## config.mk

```make
export PLATFORM = sky130hd
export DESIGN_NAME = dmi_scan
export DESIGN_NICKNAME = d
export VERILOG_FILES = /design/src/source/dmi_pkg.sv /design/src/source/jtag_tap_pkg.sv /design/src/source/dmi_scan.sv
export VERILOG_INCLUDE_DIRS = /design/src /design/src/source
export SDC_FILE = /design/constraint.sdc
export NUM_CORES = 1
export LEC_CHECK = 0
export BUFFER_PORTS_ARGS = -buffer_cell sky130_fd_sc_hd__clkbuf_2
export CAP_MARGIN = 30
export CELL_PAD_IN_SITES_DETAIL_PLACEMENT = 0
export CELL_PAD_IN_SITES_GLOBAL_PLACEMENT = 2
export CORE_UTILIZATION = 37
export DETAILED_ROUTE_END_ITERATION = 10
export PLACE_DENSITY_LB_ADDON = 0.1
export REMOVE_ABC_BUFFERS = 1
export SYNTH_ARGS = -nofsm -noshare
export SYNTH_HDL_FRONTEND = slang
export SYNTH_SLANG_ARGS = --single-unit
```

## constraint.sdc

```tcl
create_clock -name jtag_tck -period 2.8 [get_ports jtag_tck]
set_input_delay 0.42 -clock jtag_tck [delete_from_list [all_inputs] [get_ports jtag_tck]]
set_output_delay 0.42 -clock jtag_tck [all_outputs]
set_load 0.1 [all_outputs]
```

## src/source/jtag_dbg_consts.svh

```systemverilog
/*
 * Constants for the JTAG debug target
 * ID code, instruction and DMI widths,
 * scratch memory geometry and DMI reset values
 */

`ifndef JTAG_DBG_CONSTS_SVH
`define JTAG_DBG_CONSTS_SVH

// TAP identification
`define JTAG_IDCODE 32'h1c0ffee1
`define IR_LEN 5

// DMI and bus widths
`define DMI_ABITS 7
`define DATA_W 32

// Scratch memory, one word per entry
`define MEM_WORDS 256
`define MEM_AW 8

// SBCS after reset: sbversion 1, sbaccess 2 (32 bit)
`define SBCS_RESET 32'h2004_0000
`define DMI_STATUS_OK 2'd0
`define SB_ERR_BADADDR 3'd2

`endif
```

## src/source/dmi_pkg.sv

```systemverilog
/*
 * Debug module interface types
 * Register addresses and ops, request and response
 * bundles, and the SBCS field layout
 */

package dmi_pkg;

  `include "jtag_dbg_consts.svh"

  typedef enum logic [`DMI_ABITS-1:0] {
    SBCS       = 7'h38,
    SBAddress0 = 7'h39,
    SBData0    = 7'h3c
  } dmi_addr_e;

  typedef enum logic [1:0] {
    NOP   = 2'd0,
    READ  = 2'd1,
    WRITE = 2'd2
  } dmi_op_e;

  // Same bit order as the 41-bit scan register
  typedef struct packed {
    dmi_addr_e          addr;
    logic [`DATA_W-1:0] data;
    dmi_op_e            op;
  } dmi_req_t;

  typedef struct packed {
    logic [`DATA_W-1:0] data;
    logic [1:0]         status;
  } dmi_rsp_t;

  typedef struct packed {
    logic [2:0]  sbversion;
    logic [7:0]  zero_hi;
    logic        sbreadonaddr;
    logic [2:0]  sbaccess;
    logic        sbautoincrement;
    logic        sbreadondata;
    logic [2:0]  sberror;
    logic [11:0] zero_lo;
  } sbcs_t;

endpackage

```

## src/source/jtag_tap_pkg.sv

```systemverilog
/*
 * TAP controller types
 * 16-state TAP FSM encoding, instruction opcodes
 * and the control bundle handed to the scan chains
 */

package jtag_tap_pkg;

  `include "jtag_dbg_consts.svh"

  typedef enum logic [3:0] {
    TestLogicReset, RunTestIdle,
    SelectDrScan, CaptureDr, ShiftDr, Exit1Dr, PauseDr, Exit2Dr, UpdateDr,
    SelectIrScan, CaptureIr, ShiftIr, Exit1Ir, PauseIr, Exit2Ir, UpdateIr
  } tap_state_e;

  // Unlisted opcodes behave as BYPASS
  typedef enum logic [`IR_LEN-1:0] {
    IDCODE     = 5'h01,
    DMI_ACCESS = 5'h11,
    BYPASS     = 5'h1f
  } ir_e;

  typedef struct packed {
    logic capture_dr;
    logic shift_dr;
    logic update_dr;
    logic test_logic_reset;
    ir_e  ir;
  } tap_ctrl_t;

endpackage

```

## src/source/dmi_scan.sv

```systemverilog
/*
 * JTAG data registers
 * IDCODE, BYPASS and 41-bit DMI shift chains,
 * DMI request decode at Update-DR and the TDO register
 */

`timescale 1ns/10ps

`include "jtag_dbg_consts.svh"

module dmi_scan (
  input  logic                    jtag_tck,
  input  logic                    rst_i,
  input  logic                    jtag_tdi_i,
  input  jtag_tap_pkg::tap_ctrl_t tap_ctrl_i,
  input  logic                    ir_tdo_i,
  input  logic                    ir_shift_i,
  input  dmi_pkg::dmi_rsp_t       dmi_rsp_i,
  output dmi_pkg::dmi_req_t       dmi_req_o,
  output logic                    req_valid_o,
  output logic                    jtag_tdo_o
);

  localparam int DmiW = $bits(dmi_pkg::dmi_req_t);

  logic [`DATA_W-1:0] idcode_sr_q, idcode_sr_d;
  logic               bypass_sr_q, bypass_sr_d;
  logic [DmiW-1:0]    dmi_sr_q, dmi_sr_d;
  logic               sel_idcode, sel_dmi, dr_tdo;
  dmi_pkg::dmi_req_t  scan_req, dmi_req_q;
  logic               req_valid_q, tdo_q;

  assign sel_idcode = (tap_ctrl_i.ir == jtag_tap_pkg::IDCODE);
  assign sel_dmi    = (tap_ctrl_i.ir == jtag_tap_pkg::DMI_ACCESS);
  assign scan_req   = dmi_pkg::dmi_req_t'(dmi_sr_q);

  // Only the chain picked by the instruction moves
  always_comb begin
    idcode_sr_d = idcode_sr_q;
    bypass_sr_d = bypass_sr_q;
    dmi_sr_d    = dmi_sr_q;
    if (tap_ctrl_i.capture_dr) begin
      if (sel_idcode) idcode_sr_d = `JTAG_IDCODE;
      else if (sel_dmi) dmi_sr_d = {{`DMI_ABITS{1'b0}}, dmi_rsp_i.data, dmi_rsp_i.status};
      else bypass_sr_d = 1'b0;
    end else if (tap_ctrl_i.shift_dr) begin
      if (sel_idcode) idcode_sr_d = {jtag_tdi_i, idcode_sr_q[`DATA_W-1:1]};
      else if (sel_dmi) dmi_sr_d = {jtag_tdi_i, dmi_sr_q[DmiW-1:1]};
      else bypass_sr_d = jtag_tdi_i;
    end
  end

  // LSB of the active chain after this edge
  assign dr_tdo = sel_dmi ? dmi_sr_d[0] : (sel_idcode ? idcode_sr_d[0] : bypass_sr_d);

  always_ff @(posedge jtag_tck) begin
    if (rst_i) begin
      req_valid_q <= 1'b0;
      tdo_q       <= 1'b0;
    end else begin
      req_valid_q <= tap_ctrl_i.update_dr && sel_dmi && (scan_req.op != dmi_pkg::NOP);
      tdo_q       <= ir_shift_i ? ir_tdo_i : dr_tdo;
    end
  end

  always_ff @(posedge jtag_tck) begin
    idcode_sr_q <= idcode_sr_d;
    bypass_sr_q <= bypass_sr_d;
    // Stale requests do not survive a TAP reset
    if (tap_ctrl_i.test_logic_reset) dmi_sr_q <= '0;
    else dmi_sr_q <= dmi_sr_d;
    if (tap_ctrl_i.update_dr && sel_dmi) dmi_req_q <= scan_req;
  end

  assign dmi_req_o   = dmi_req_q;
  assign req_valid_o = req_valid_q;
  assign jtag_tdo_o  = tdo_q;

endmodule

```

# Word level (Yosys, flattened, before mapping)
# Index checks and enable logic that the tools add are counted.
# word_totals
word_cells	38
reg_bits	117
out_inout_bits	43
# classes
eq_ne	2
mux	19
n_reduce_logical	6
bitwise	1
# ops
op	n
2-to-1 mux 41 bit	6
2-to-1 mux 32 bit	4
2-to-1 mux 1 bit	9
equality test 5 x 1 -> 1 bit, second input constant	1
equality test 5 bit, second input constant	1
nonzero test 2 bit	2
AND reduction 3 bit	1
logical AND 1 bit	2
AND reduction 2 bit	1
inverter 1 bit	1

# Longest topological paths before layout
# logic_depth
ltp_word	8
mapped_depth	6

# Least setup slack after synthesis
# Ideal clock, no wire load.
# synth_timing
path_kind	input to register
startpoint	in tap_ctrl_i[1] (netlist bit)
endpoint	reg idcode_sr_q[10], enable pin
setup_ns	0.377
slack_ns	0.413
arrival_time_ns	2.010
path_stages	4
path_cell_list	or4b_1 > buf_2 > nor3_2 > buf_2
# synth_between
elab_chain_cells	2
# synth_rtl
item	line	source
from (decl)	dmi_scan.sv:15	input jtag_tap_pkg::tap_ctrl_t tap_ctrl_i,
equality test 5 x 1 -> 1 bit	dmi_scan.sv:33	assign sel_idcode = (tap_ctrl_i.ir == jtag_tap_pkg::IDCODE);
AND reduction 2 bit (no line)	--	
to (signal assigned)	dmi_scan.sv:67	idcode_sr_q <= idcode_sr_d;
to (decl)	dmi_scan.sv:26	logic [`DATA_W-1:0] idcode_sr_q, idcode_sr_d;
# Every way passes these cells.
# A chain may end at the register's enable or synchronous reset.

# Final worst setup path
# layout_timing
startpoint	in tap_ctrl_i[1] (netlist bit)
endpoint	reg dmi_sr_q[18]
# layout_between
elab_chain_cells	3
elab_cells_between_ends	4
cone_classes	2 x eq/ne; 1 x bitwise; 1 x reduce/logical
# layout_rtl
item	line	source
equality test 5 x 1 -> 1 bit	dmi_scan.sv:33	
inverter 1 bit (no line)	--	
AND reduction 3 bit (no line) *	--	
to (signal assigned)	dmi_scan.sv:71	else dmi_sr_q <= dmi_sr_d;
to (decl)	dmi_scan.sv:28	logic [DmiW-1:0] dmi_sr_q, dmi_sr_d;
# Mark *: on every way between the ends. The rest lies on a longest branch, timed or not.

==> metrics.yaml <==
sta:
  final_period_minus_worst_setup_slack_ps: 1880
  max_slew.worst_pin.slew_ps: 618
  max_freq_ghz: 0.533
  grt_setup_unrepaired: "false"
  min_period_over_period_pct: 67.0
  timing_max_transition_violations_final: 0
  max-slew-margin-rel_pct: 58.8
  final_hold_violation_count: 0
  least_setup_slack_across_all_paths_after_layout_ps: 923
  setup_viol: 0
  clock-skew-final_ps: 4.69
synth:
  post-synth-top-count-cell: "edfxtp_1"
  synth_largest_type_area_fraction_pct: 44.6
  largest_cells_by_area_after_synthesis: "edfxtp_1, dfxtp_1, a221oi_2, or3b_2, o21ai_0"
  synth_edf_count: 72
  synthFlopType: "edfxtp_1"
  ys_top_cells_by_count: "edfxtp_1, dfxtp_1, inv_1, o21ai_0, or3b_2"
  postSynth.asyncResetShare_pct: 0
  netlist_instances: 367
  yosys.cell_types.count: 35
  synth_warnings: 0
  mappedNetlistArea_um2: 4850
  post-synth-top-area-cell: "edfxtp_1"
  syn-mean-instance-area_um2: 13.2
  ys_ff_latch: 117
  synth_seq_area_share_pct: 63.2
finish:
  final.fill_count: 1179
  proportion_of_layout_cells_with_a_drive_suffix_above_1_pct: 43.7
  multi_input_combinational_cell_area_um2: 1510
  sequential_standard_cell_area_um2: 3060
  fin_area_um2: 6110
  n_antenna_cell: 0
  flow.area_growth_from_synthesis_pct: 25.9
  nets: 509
worst_setup_path:
  critical_path.startpoint_type: "primary input"
  crit_path_max_incr_delay_ps: 550
  rr_worst_depth: 3
  worstSetupStartpoint: "tap_ctrl_i[1]"
  path_max_fanout: 34
  stages_on_the_worst_setup_path: 5
  worstSetupPathType: "primary input to register"
  cp_slowest_cell: "or4b_1"
  critPathBufInv: 2
  setup.reg_to_reg.worst_slack_ps: 1660
  crit_path_end_kind: "register"
  crit-reg2reg-launch: "dmi_sr_q[3]"
  endpoint: "dmi_sr_q[18]"
  critPathTopFamily: "simple AND/OR/NAND/NOR gates"
  critical_path_arrival_ps: 2200
  cp_cell_sequence: "clkbuf_2 > or4b_1 > or3_2 > buf_4 > a221oi_2"
  worst_ep_required_time_ps: 3120
  reg2reg_to: "dmi_sr_q[2]"
cts:
  cts_hold_buffers: 0
  postCtsResizedCells: 0
  tritoncts_clock_tree: "yes"
  cts.reportedPaths.clkPinSlew_ps: 50
  clkLatencyLatePin_ps: 410
  cts_made_buffers: 17
  tritoncts_num_sinks: 117
  cts-root-to-sink-buffers: 2
  cts-htree-levels: 4
  root_buffer: "clkbuf_16"
  cts_post_setup_buffers_inserted: 0
status:
  status: "finished, final reports clean"
global_routing:
  grt_util_met3_pct: 5.29
  grt_antenna_before_repair: 0
  grt.overflow.total: 0
  grt_util_all_layers_pct: 16.4
  pin_count_of_the_biggest_net_entering_global_routing: 49
  first_pass_grt_wire_length_um: 16300
  via_count_of_the_first_global_routing_pass: 3101
  grt.met2_usage_pct: 25.3
  grt-busiest-layer: "met2"
  grt_util_met1_pct: 20.8
power:
  power.switching_fraction_pct: 21.7
  seq_power_share_pct: 45.1
  p_leak_nw: 2.15
  combinational_power_share_pct: 5.9
  worst_vdd_ir_v: 0.000387
  pwr-share-clk_pct: 49.0
  internal_power_w: 0.00321
  switching_power_w: 0.000888
  total_power_per_unit_cell_area_nw_per_um2: 670
die:
  start_util_pct: 38.1
  io-pin-count: 91
  design.die.area_um2: 13600
  row_count: 41
  fp.dieH_um: 116
  die-width_um: 116
  core_um2: 12700
route:
  routed_wire_length_per_instance_um: 16.2
  first_iter_violations: 193
  drc_violations: 0
  final_antenna_net_count: 0
  routed-via-count: 3246
  drt_pass1_iterations: 4
  route.detailed.vias_per_inst: 5.02
  final_routed_wirelength_across_all_metal_layers_um: 10500
placed_design:
  dp_slack_ps: 480
  port-buffer-count: 90
  place_area_um2: 5550
  gp_routability_congestion: 0.728
  post-dp-hpwl_um: 6250
min_path:
  hold_path.class: "primary input to register"
flow_run:
  max-cap-violations: 0
==> state kept, by name (all words and copies together) (netlist names) <==
signal and count:
bypass_sr_q 1, dmi_req_o 41, dmi_sr_q 41, idcode_sr_q 32
jtag_tdo_o 1, req_valid_o 1
==> worst register-to-register path, delay by kind of cell, from the launching register on <==
family	cells	cell delay, ps
and+or+nand+nor	1	450
DFF	1	320
AOI/OAI and AO/OA	2	230
==> cells by family after synthesis <==
group                  count (synthesis)  share of synthesized area (%)
and+or+nand+nor                       72                           10.9
muxes                                  3                          0.697
buffers and inverters                 68                           6.01
DFF                                  117                           63.2
AOI/OAI and AO/OA                    107                           19.2
==> placed cells by master, fill, tap and decap left out, drive strengths merged <==
master / count
a21oi: 7
a221oi: 34
a2bb2oi: 1
a311oi: 1
a31oi: 2
and2: 14
and3: 1
buf: 17
bufinv: 1
clkbuf: 112
clkinv: 8
clkinvlp: 2
dfxtp: 45
edfxtp: 72
inv: 35
mux2: 3
nand2: 1
nand2b: 3
nand4: 7
nor2: 4
nor2b: 3
nor3: 2
nor3b: 1
nor4b: 1
o2111ai: 1
o211ai: 1
o21a: 17
o21ai: 35
o31ai: 7
o32ai: 1
or3: 1
or3b: 33
or4b: 1
==> metrics by stage <==
stage          instances  hold WS, ps  power [W]  utilization (%)  setup TNS, ps
2_1_floorplan        335          422    0.00200                -         -59570
3_3_place_gp         613          435    0.00212             43.5              0
3_5_place_dp         614          433    0.00212             43.6              0
4_1_cts              646          167    0.00414             48.0              0
5_1_grt              646          173    0.00424             48.0              0
6_report             646          186    0.00409             48.0              0
==> how the worst min path moves through the flow <==
stage	start	depth (start not counted)	endpoint	slack (ps)
final	rst_i	2	jtag_tdo_o	190
after global routing	rst_i	2	jtag_tdo_o	170
after CTS	rst_i	2	jtag_tdo_o	170
after detailed placement	dmi_sr_q[33]	0	dmi_req_o[33]	430
after global placement	dmi_sr_q[16]	0	dmi_req_o[16]	440
after floorplan	dmi_sr_q[10]	0	dmi_req_o[10]	420
==> power by group through the flow <==
stage                     combinational (W)  sequential (W)  clock, W
after CTS                          0.000246         0.00185   0.00205
after global routing               0.000262         0.00185   0.00213
after global placement             0.000241         0.00188         0
after detailed placement           0.000244         0.00188         0
final                              0.000242         0.00185   0.00201
after floorplan                   0.0000972         0.00191         0
==> cell type report <==
type | count | share of cell area [%]
Multi-Input combinational cell | 182 | 24.7
Clock inverter | 10 | 1.31
Tap cell | 172 | 3.52
Timing Repair Buffer | 107 | 10.3
Clock buffer | 22 | 7.76
Sequential cell | 117 | 50.2
Inverter | 36 | 2.21
==> layer usage <==
metal / part of all wire (%) / wire (µm)
met5: 0 / 0
met4: 1.7 / 175
met3: 5.3 / 559
met2: 46 / 4860
met1: 47 / 4880
No activity file was read; power rests on OpenSTA's default activity.
