--- src/source/jtag_dbg_consts.svh ---
/*
 * Constants for the JTAG debug target
 * ID code, instruction and DMI widths,
 * scratch memory geometry and DMI reset values
 */

`ifndef JTAG_DBG_CONSTS_SVH
`define JTAG_DBG_CONSTS_SVH

// TAP identification
`define JTAG_IDCODE 32'h1c0ffee1
`define IR_LEN 5

// DMI and bus widths
`define DMI_ABITS 7
`define DATA_W 32

// Scratch memory, one word per entry
`define MEM_WORDS 256
`define MEM_AW 8

// SBCS after reset: sbversion 1, sbaccess 2 (32 bit)
`define SBCS_RESET 32'h2004_0000
`define DMI_STATUS_OK 2'd0
`define SB_ERR_BADADDR 3'd2

`endif
--- src/source/jtag_tap_pkg.sv ---
/*
 * TAP controller types
 * 16-state TAP FSM encoding, instruction opcodes
 * and the control bundle handed to the scan chains
 */

package jtag_tap_pkg;

  `include "jtag_dbg_consts.svh"

  typedef enum logic [3:0] {
    TestLogicReset, RunTestIdle,
    SelectDrScan, CaptureDr, ShiftDr, Exit1Dr, PauseDr, Exit2Dr, UpdateDr,
    SelectIrScan, CaptureIr, ShiftIr, Exit1Ir, PauseIr, Exit2Ir, UpdateIr
  } tap_state_e;

  // Unlisted opcodes behave as BYPASS
  typedef enum logic [`IR_LEN-1:0] {
    IDCODE     = 5'h01,
    DMI_ACCESS = 5'h11,
    BYPASS     = 5'h1f
  } ir_e;

  typedef struct packed {
    logic capture_dr;
    logic shift_dr;
    logic update_dr;
    logic test_logic_reset;
    ir_e  ir;
  } tap_ctrl_t;

endpackage

--- src/source/jtag_tap_ctrl.sv ---
/*
 * IEEE 1149.1 TAP controller
 * State machine, instruction shift and update registers,
 * and the decoded control bundle for the data registers
 */

`timescale 1ns/10ps

`include "jtag_dbg_consts.svh"

module jtag_tap_ctrl (
  input  logic                   jtag_tck,
  input  logic                   rst_i,
  input  logic                   jtag_tms_i,
  input  logic                   jtag_tdi_i,
  output jtag_tap_pkg::tap_ctrl_t tap_ctrl_o,
  output logic                   ir_tdo_o,
  output logic                   ir_shift_o
);

  jtag_tap_pkg::tap_state_e state_q, state_d;
  jtag_tap_pkg::ir_e        ir_q;
  logic [`IR_LEN-1:0]       ir_sr_q, ir_sr_d;

  ////////////////////////////////////////
  // TAP state machine
  ////////////////////////////////////////

  always_comb begin
    case (state_q)
      jtag_tap_pkg::TestLogicReset:
        state_d = jtag_tms_i ? jtag_tap_pkg::TestLogicReset : jtag_tap_pkg::RunTestIdle;
      jtag_tap_pkg::RunTestIdle:
        state_d = jtag_tms_i ? jtag_tap_pkg::SelectDrScan : jtag_tap_pkg::RunTestIdle;
      jtag_tap_pkg::SelectDrScan:
        state_d = jtag_tms_i ? jtag_tap_pkg::SelectIrScan : jtag_tap_pkg::CaptureDr;
      jtag_tap_pkg::CaptureDr, jtag_tap_pkg::ShiftDr:
        state_d = jtag_tms_i ? jtag_tap_pkg::Exit1Dr : jtag_tap_pkg::ShiftDr;
      jtag_tap_pkg::Exit1Dr:
        state_d = jtag_tms_i ? jtag_tap_pkg::UpdateDr : jtag_tap_pkg::PauseDr;
      jtag_tap_pkg::PauseDr:
        state_d = jtag_tms_i ? jtag_tap_pkg::Exit2Dr : jtag_tap_pkg::PauseDr;
      jtag_tap_pkg::Exit2Dr:
        state_d = jtag_tms_i ? jtag_tap_pkg::UpdateDr : jtag_tap_pkg::ShiftDr;
      jtag_tap_pkg::SelectIrScan:
        state_d = jtag_tms_i ? jtag_tap_pkg::TestLogicReset : jtag_tap_pkg::CaptureIr;
      jtag_tap_pkg::CaptureIr, jtag_tap_pkg::ShiftIr:
        state_d = jtag_tms_i ? jtag_tap_pkg::Exit1Ir : jtag_tap_pkg::ShiftIr;
      jtag_tap_pkg::Exit1Ir:
        state_d = jtag_tms_i ? jtag_tap_pkg::UpdateIr : jtag_tap_pkg::PauseIr;
      jtag_tap_pkg::PauseIr:
        state_d = jtag_tms_i ? jtag_tap_pkg::Exit2Ir : jtag_tap_pkg::PauseIr;
      jtag_tap_pkg::Exit2Ir:
        state_d = jtag_tms_i ? jtag_tap_pkg::UpdateIr : jtag_tap_pkg::ShiftIr;
      // Both update states leave the same way
      default:
        state_d = jtag_tms_i ? jtag_tap_pkg::SelectDrScan : jtag_tap_pkg::RunTestIdle;
    endcase
  end

  ////////////////////////////////////////
  // Instruction register
  ////////////////////////////////////////

  // Capture pattern ends in 01 as 1149.1 requires
  always_comb begin
    ir_sr_d = ir_sr_q;
    if (state_q == jtag_tap_pkg::CaptureIr) begin
      ir_sr_d = `IR_LEN'(1);
    end else if (state_q == jtag_tap_pkg::ShiftIr) begin
      ir_sr_d = {jtag_tdi_i, ir_sr_q[`IR_LEN-1:1]};
    end
  end

  always_ff @(posedge jtag_tck) begin
    if (rst_i) begin
      state_q <= jtag_tap_pkg::TestLogicReset;
      ir_q    <= jtag_tap_pkg::IDCODE;
    end else begin
      state_q <= state_d;
      if (state_q == jtag_tap_pkg::TestLogicReset) begin
        ir_q <= jtag_tap_pkg::IDCODE;
      end else if (state_q == jtag_tap_pkg::UpdateIr) begin
        ir_q <= jtag_tap_pkg::ir_e'(ir_sr_q);
      end
    end
  end

  always_ff @(posedge jtag_tck) begin
    ir_sr_q <= ir_sr_d;
  end

  // IR bit that sits at the chain end after this edge
  assign ir_tdo_o   = ir_sr_d[0];
  assign ir_shift_o = (state_q == jtag_tap_pkg::CaptureIr) ||
                      (state_q == jtag_tap_pkg::ShiftIr);

  assign tap_ctrl_o.capture_dr       = (state_q == jtag_tap_pkg::CaptureDr);
  assign tap_ctrl_o.shift_dr         = (state_q == jtag_tap_pkg::ShiftDr);
  assign tap_ctrl_o.update_dr        = (state_q == jtag_tap_pkg::UpdateDr);
  assign tap_ctrl_o.test_logic_reset = (state_q == jtag_tap_pkg::TestLogicReset);
  assign tap_ctrl_o.ir               = ir_q;

endmodule

--- config.mk ---
export PLATFORM = sky130hd
export DESIGN_NAME = jtag_tap_ctrl
export DESIGN_NICKNAME = d
export VERILOG_FILES = /design/src/source/jtag_tap_pkg.sv /design/src/source/jtag_tap_ctrl.sv
export VERILOG_INCLUDE_DIRS = /design/src /design/src/source
export SDC_FILE = /design/constraint.sdc
export NUM_CORES = 1
export LEC_CHECK = 0
export ABC_AREA = 1
export BUFFER_PORTS_ARGS = -buffer_cell sky130_fd_sc_hd__buf_4
export CORE_UTILIZATION = 44
export CTS_BUF_LIST = sky130_fd_sc_hd__clkbuf_4
export CTS_CLUSTER_SIZE = 30
export DETAILED_ROUTE_END_ITERATION = 10
export GPL_ROUTABILITY_DRIVEN = 0
export PLACE_DENSITY = 0.77
export SLEW_MARGIN = 10
export SYNTH_ARGS = -nofsm -noshare
export SYNTH_HDL_FRONTEND = slang
export SYNTH_SLANG_ARGS = --single-unit
--- constraint.sdc ---
create_clock -name jtag_tck -period 1.5 [get_ports jtag_tck]
set_input_delay 0.075 -clock jtag_tck [delete_from_list [all_inputs] [get_ports jtag_tck]]
set_output_delay 0.075 -clock jtag_tck [all_outputs]
set_load 0.05 [all_outputs]
# Word-level counts from Yosys, hierarchy flattened
# Cells that the tools add are included.
[totals] register_bits=14 inputBits=4 output_inout_bits=11
[classes] n_mux=15 n_eq_ne=14 reduce_logical=5
[op_table] cell="case mux 4 bit (11 select lines)" n=1
[op_table] cell="equality test 4 bit, second input constant" n=8
[op_table] cell="equality test 4 x 3 -> 1 bit, second input constant" n=4
[op_table] cell="2-to-1 mux 4 bit" n=4
[op_table] cell="equality test 4 x 2 -> 1 bit, second input constant" n=2
[op_table] cell="2-to-1 mux 2 bit" n=3
[op_table] cell="2-to-1 mux 3 bit" n=2
[op_table] cell="OR reduction 2 bit" n=3
[op_table] cell="2-to-1 mux 1 bit" n=5
[op_table] cell="zero test 4 bit" n=1
[op_table] cell="logical OR 1 bit" n=1

# Longest topological paths before layout
[logic_depth] depth_word=3 depth_mapped=8

# Worst setup path before layout
# OpenSTA, ideal clock, no wires.
[synth_path] path_kind="register to output" from="reg state_q[3]" to="out tap_ctrl_o[6] in the netlist's numbering" path_stages_with_launch=3 required_ps=1425 t_arrival_ps=1598 slack_ps=-173 n_path_buf=0 path_cell_list="dfxtp_1 -> inv_1 -> nor3_1"
[synth_lines] element="start: declaration" line_no="jtag_tap_ctrl.sv:21" source="jtag_tap_pkg::tap_state_e state_q, state_d;"
[synth_lines] element="start signal: assignment" line_no="jtag_tap_ctrl.sv:77" source="state_q <= jtag_tap_pkg::TestLogicReset;"
[synth_lines] element="start signal: assignment" line_no="jtag_tap_ctrl.sv:80" source="state_q <= state_d;"
[synth_lines] element="end: declaration" line_no="jtag_tap_ctrl.sv:16" source="output jtag_tap_pkg::tap_ctrl_t tap_ctrl_o,"

# Worst setup path in the final report
[layout_path] from="reg state_q[1]" to="out ir_tdo_o"
[layout_via] elab_chain_len=3
[layout_rtl] element="equality test 4 bit" line_no="jtag_tap_ctrl.sv:70" source="end else if (state_q == jtag_tap_pkg::ShiftIr) begin"
[layout_rtl] element="2-to-1 mux 1 bit" line_no="jtag_tap_ctrl.sv:70"
[layout_rtl] element="2-to-1 mux 1 bit *" line_no="jtag_tap_ctrl.sv:68" source="if (state_q == jtag_tap_pkg::CaptureIr) begin"
[layout_rtl] element="end: declaration" line_no="jtag_tap_ctrl.sv:17" source="output logic ir_tdo_o,"
# Mark *: on every way between the ends. The rest lies on a longest branch, timed or not.

==> reports/metrics.csv <==
stage,metric,value,unit
routing,DRT antenna net count,0,
pwr,Comb power frac,48.9,%
clock_network,clk slew on worst S/H paths,70,ps
pwr,cell internal pwr,0.8018,mW
floorplan,I/O pins,15,
final_layout,Total Nets Final,143,
worst_hold_path,hold path startpoint,jtag_tdi_i,
clock_network,htree depth,1,
timing,Final period util,96.96,%
routing,DRT iter0 DRCs,52,
global_route,initial antenna violation count,0,
pwr,Switch Pwr,0.6965,mW
worst_hold_path,hold path endpoint,ir_sr_q[4]$_SDFFE_PP0P_,
timing,Final Hold Fails,0,
clock_network,CTS buffer count,3,
final_layout,fin cells,153,
pwr,VDD IR max,806.8,µV
critical_path,Worst Setup End Kind,primary output,
clock_network,clk buf depth,2,
placed_design,I/O Buffers,14,
critical_path,Reg2Reg Depth,8,
timing,Layout Skew,3.949,ps
pwr,sequential share of power,38.3,%
global_route,pin count of the biggest net entering global routing,10,
timing,fin crit period,1454,ps
final_layout,ant diodes,0,
routing,Routed WL,1.818,mm
yosys,Syn Inst Count,114,
timing,Final setup viols,0,
critical_path,CP cell instances,buf_4 > nand3_4 > clkinvlp_4 > o22ai_2 > inv_2 > buf_4,
clock_network,later-pin clock latency in the skew report,270,ps
final_layout,fraction of layout instances using a drive strength above 1,29.20,%
yosys,post-synth cell types,15,
global_route,vias in the first global route,620,
yosys,Synth warnings,0,
yosys,post-synthesis register bit count,14,
pwr,Pleak,0.4938,nW
floorplan,row count,14,
final_layout,Area Growth Syn to Fin,33.80,%
clock_network,TritonCTS clock tree,built,
critical_path,Crit path depth,6,
final_layout,"Design Area, Final",960.9,µm²
global_route,Global Route Usage Sum,19.45,%
timing,Fmax achieved,687.5,MHz
floorplan,die height,42.40,µm
global_route,global-route wire length before repair,2.649,mm
routing,DR vias/cell,5.359,
pwr,total power,1.498,mW
worst_hold_path,worst hold path depth,3,
routing,Initial DRT Pass Iterations,4,
pwr,clock power share,12.9,%
routing,routed len/inst,11.88,µm
routing,DRC viols,0,
floorplan,Initial Util,47.13,%
critical_path,Crit-path slowest cell,dfxtp_4,
yosys,Mapped Area,718.2,µm²
critical_path,"Buf+Inv Stages, Crit Path",4,
pwr,Sw Share,46.49,%
routing,Vias,820,
critical_path,Critical Path RT,1420,ps
placed_design,placed cell count,144,
critical_path,R2R Setup Slk,160,ps
floorplan,Core Box Area,1524,µm²
critical_path,CP peak stage delay,370,ps
timing,fin. max-slew vios,0,
yosys,register area share after synthesis,39.02,%
yosys,Syn Nets,118,
run_status,status,"finished, final reports clean",
critical_path,CP Class,reg2out,
critical_path,startpoint types,register,
clock_network,CTS root buf,clkbuf_4,
critical_path,FF-to-FF Start,state_q[3]$_SDFF_PP0_,
critical_path,"CP delay by family, top",buffers and inverters,
critical_path,"most used cell, CP",buf_4,
pwr,power density over the cells,1559,nW/µm²
critical_path,CP arrival,1380,ps
global_route,Overflow after GRT,0,
floorplan,Die X,42.40,µm
timing,Worst-Margin Slew,265.4,ps
yosys,syn_area_per_cell,6.300,µm²
critical_path,Critical R2R Capture,state_q[1]$_SDFF_PP0_,
final_layout,final core occ,63.05,%
placed_design,post-place instance area,853.3,µm²
flow_run,Max-Cap Viols,0,
worst_hold_path,Hold Path Class,in2reg,
floorplan,area of the die,1798,µm²
critical_path,crit-path max FO,7,
placed_design,DPL Wire Length,1.242,mm
timing,normalized max-slew margin,82.26,%
clock_network,clock sink count,14,
cell usage after synthesis:
cell type | instances | area, µm²
a31oi_1 | 2 | 12.51
o22ai_1 | 3 | 18.77
nand4_1 | 1 | 6.260
nor2_4 | 1 | 11.26
nand3_1 | 8 | 40.04
inv_1 | 17 | 63.81
nor2_1 | 18 | 67.56
o21ai_2 | 1 | 8.760
nand2_1 | 31 | 116.4
o21ai_0 | 6 | 30.03
inv_2 | 1 | 3.750
nor3_1 | 4 | 20.02
dfxtp_1 | 14 | 280.3
nor2_2 | 3 | 18.77
a21oi_1 | 4 | 20.02
kinds of logic (layout without fill, tap and decap cells):
kind of cell           Yosys count  after routing  share of synthesized area (%)
buffers and inverters           18             41                          9.407
and+or+nand+nor                 66             66                          39.02
DFF                             14             14                          39.02
AOI/OAI and AO/OA               16             16                          12.54
per-layer routing:
metal / vias up / GRT usage (%) / share of wire [%]
li1: 415 / - / -
met3: 6 / 6.466 / 8.0
met2: 45 / 29.85 / 48
met1: 354 / 27.27 / 43
met5: - / 0 / 0
met4: 0 / 2.500 / 1.3
worst max path at each step:
stage	from	to	slack (ps)
6_report	state_q[1]$_SDFF_PP0_	ir_tdo_o	50
5_1_grt	state_q[1]$_SDFF_PP0_	ir_tdo_o	-20
4_1_cts	state_q[0]$_SDFF_PP0_	ir_tdo_o	0.2
3_5_place_dp	state_q[2]$_SDFF_PP0_	ir_tdo_o	130
3_3_place_gp	state_q[2]$_SDFF_PP0_	ir_tdo_o	180
2_1_floorplan	state_q[3]$_SDFF_PP0_	tap_ctrl_o[6]	-170
metrics by stage:
step | hold slack, ps | setup TNS, ps | setup slack, ps
after CTS | 39.79 | 0 | 0.2407
after global placement | 287.7 | 0 | 176.8
after floorplan | 144.4 | -344.9 | -173.1
after global routing | 72.42 | -23.67 | -23.67
after detailed placement | 287.9 | 0 | 134.7
final | 74.31 | 0 | 45.53
layout make-up:
class	count	area, µm²
fillers	137	563.0
clock buffers	3	22.52
repair buffers	20	152.6
inverters	18	71.32
well taps	16	20.02
multi-input cells	82	399.1
flip-flops and latches	14	295.3
power groups by stage:
stage               registers [mW]  logic (mW)  clock network, mW
floorplan                    0.529       0.511                  0
global placement             0.549       0.662                  0
detailed placement           0.551       0.670                  0
CTS                          0.553       0.678              0.199
global route                 0.587       0.808              0.221
finish                       0.573       0.732              0.193
worst reg2reg max path, cell delays in order, from the launching register on:
cell     delay, ps
dfxtp_4        380
nand2_1        220
inv_1          120
nand2_1        110
nand2_1         60
nor2_1         120
nand2_1         70
nor2_1         110
nor2_2          40
cell usage in the layout (no fill, tap or decap), types with 6 or more instances in the layout:
cell / netlist / layout
nor2_1: 18 / 18
inv_1: 17 / 13
nand2_1: 31 / 29
dfxtp_1: 14 / 10
buf_4: 0 / 19
nand3_1: 8 / 7
o21ai_0: 6 / 6
sequential cells by signal, summed over array words and instances (netlist names):
signal / cells
ir_q: 5
ir_sr_q: 5
state_q: 4
timing repair:
item / in CTS / in global routing
hold buffers: 1 / 0
hold endpoints to repair: 2 / 0
resized for setup: 6 / 9
buffers inserted: 0 / 5
setup endpoints to repair: 2 / 1
(Power assumes the default switching activity.)
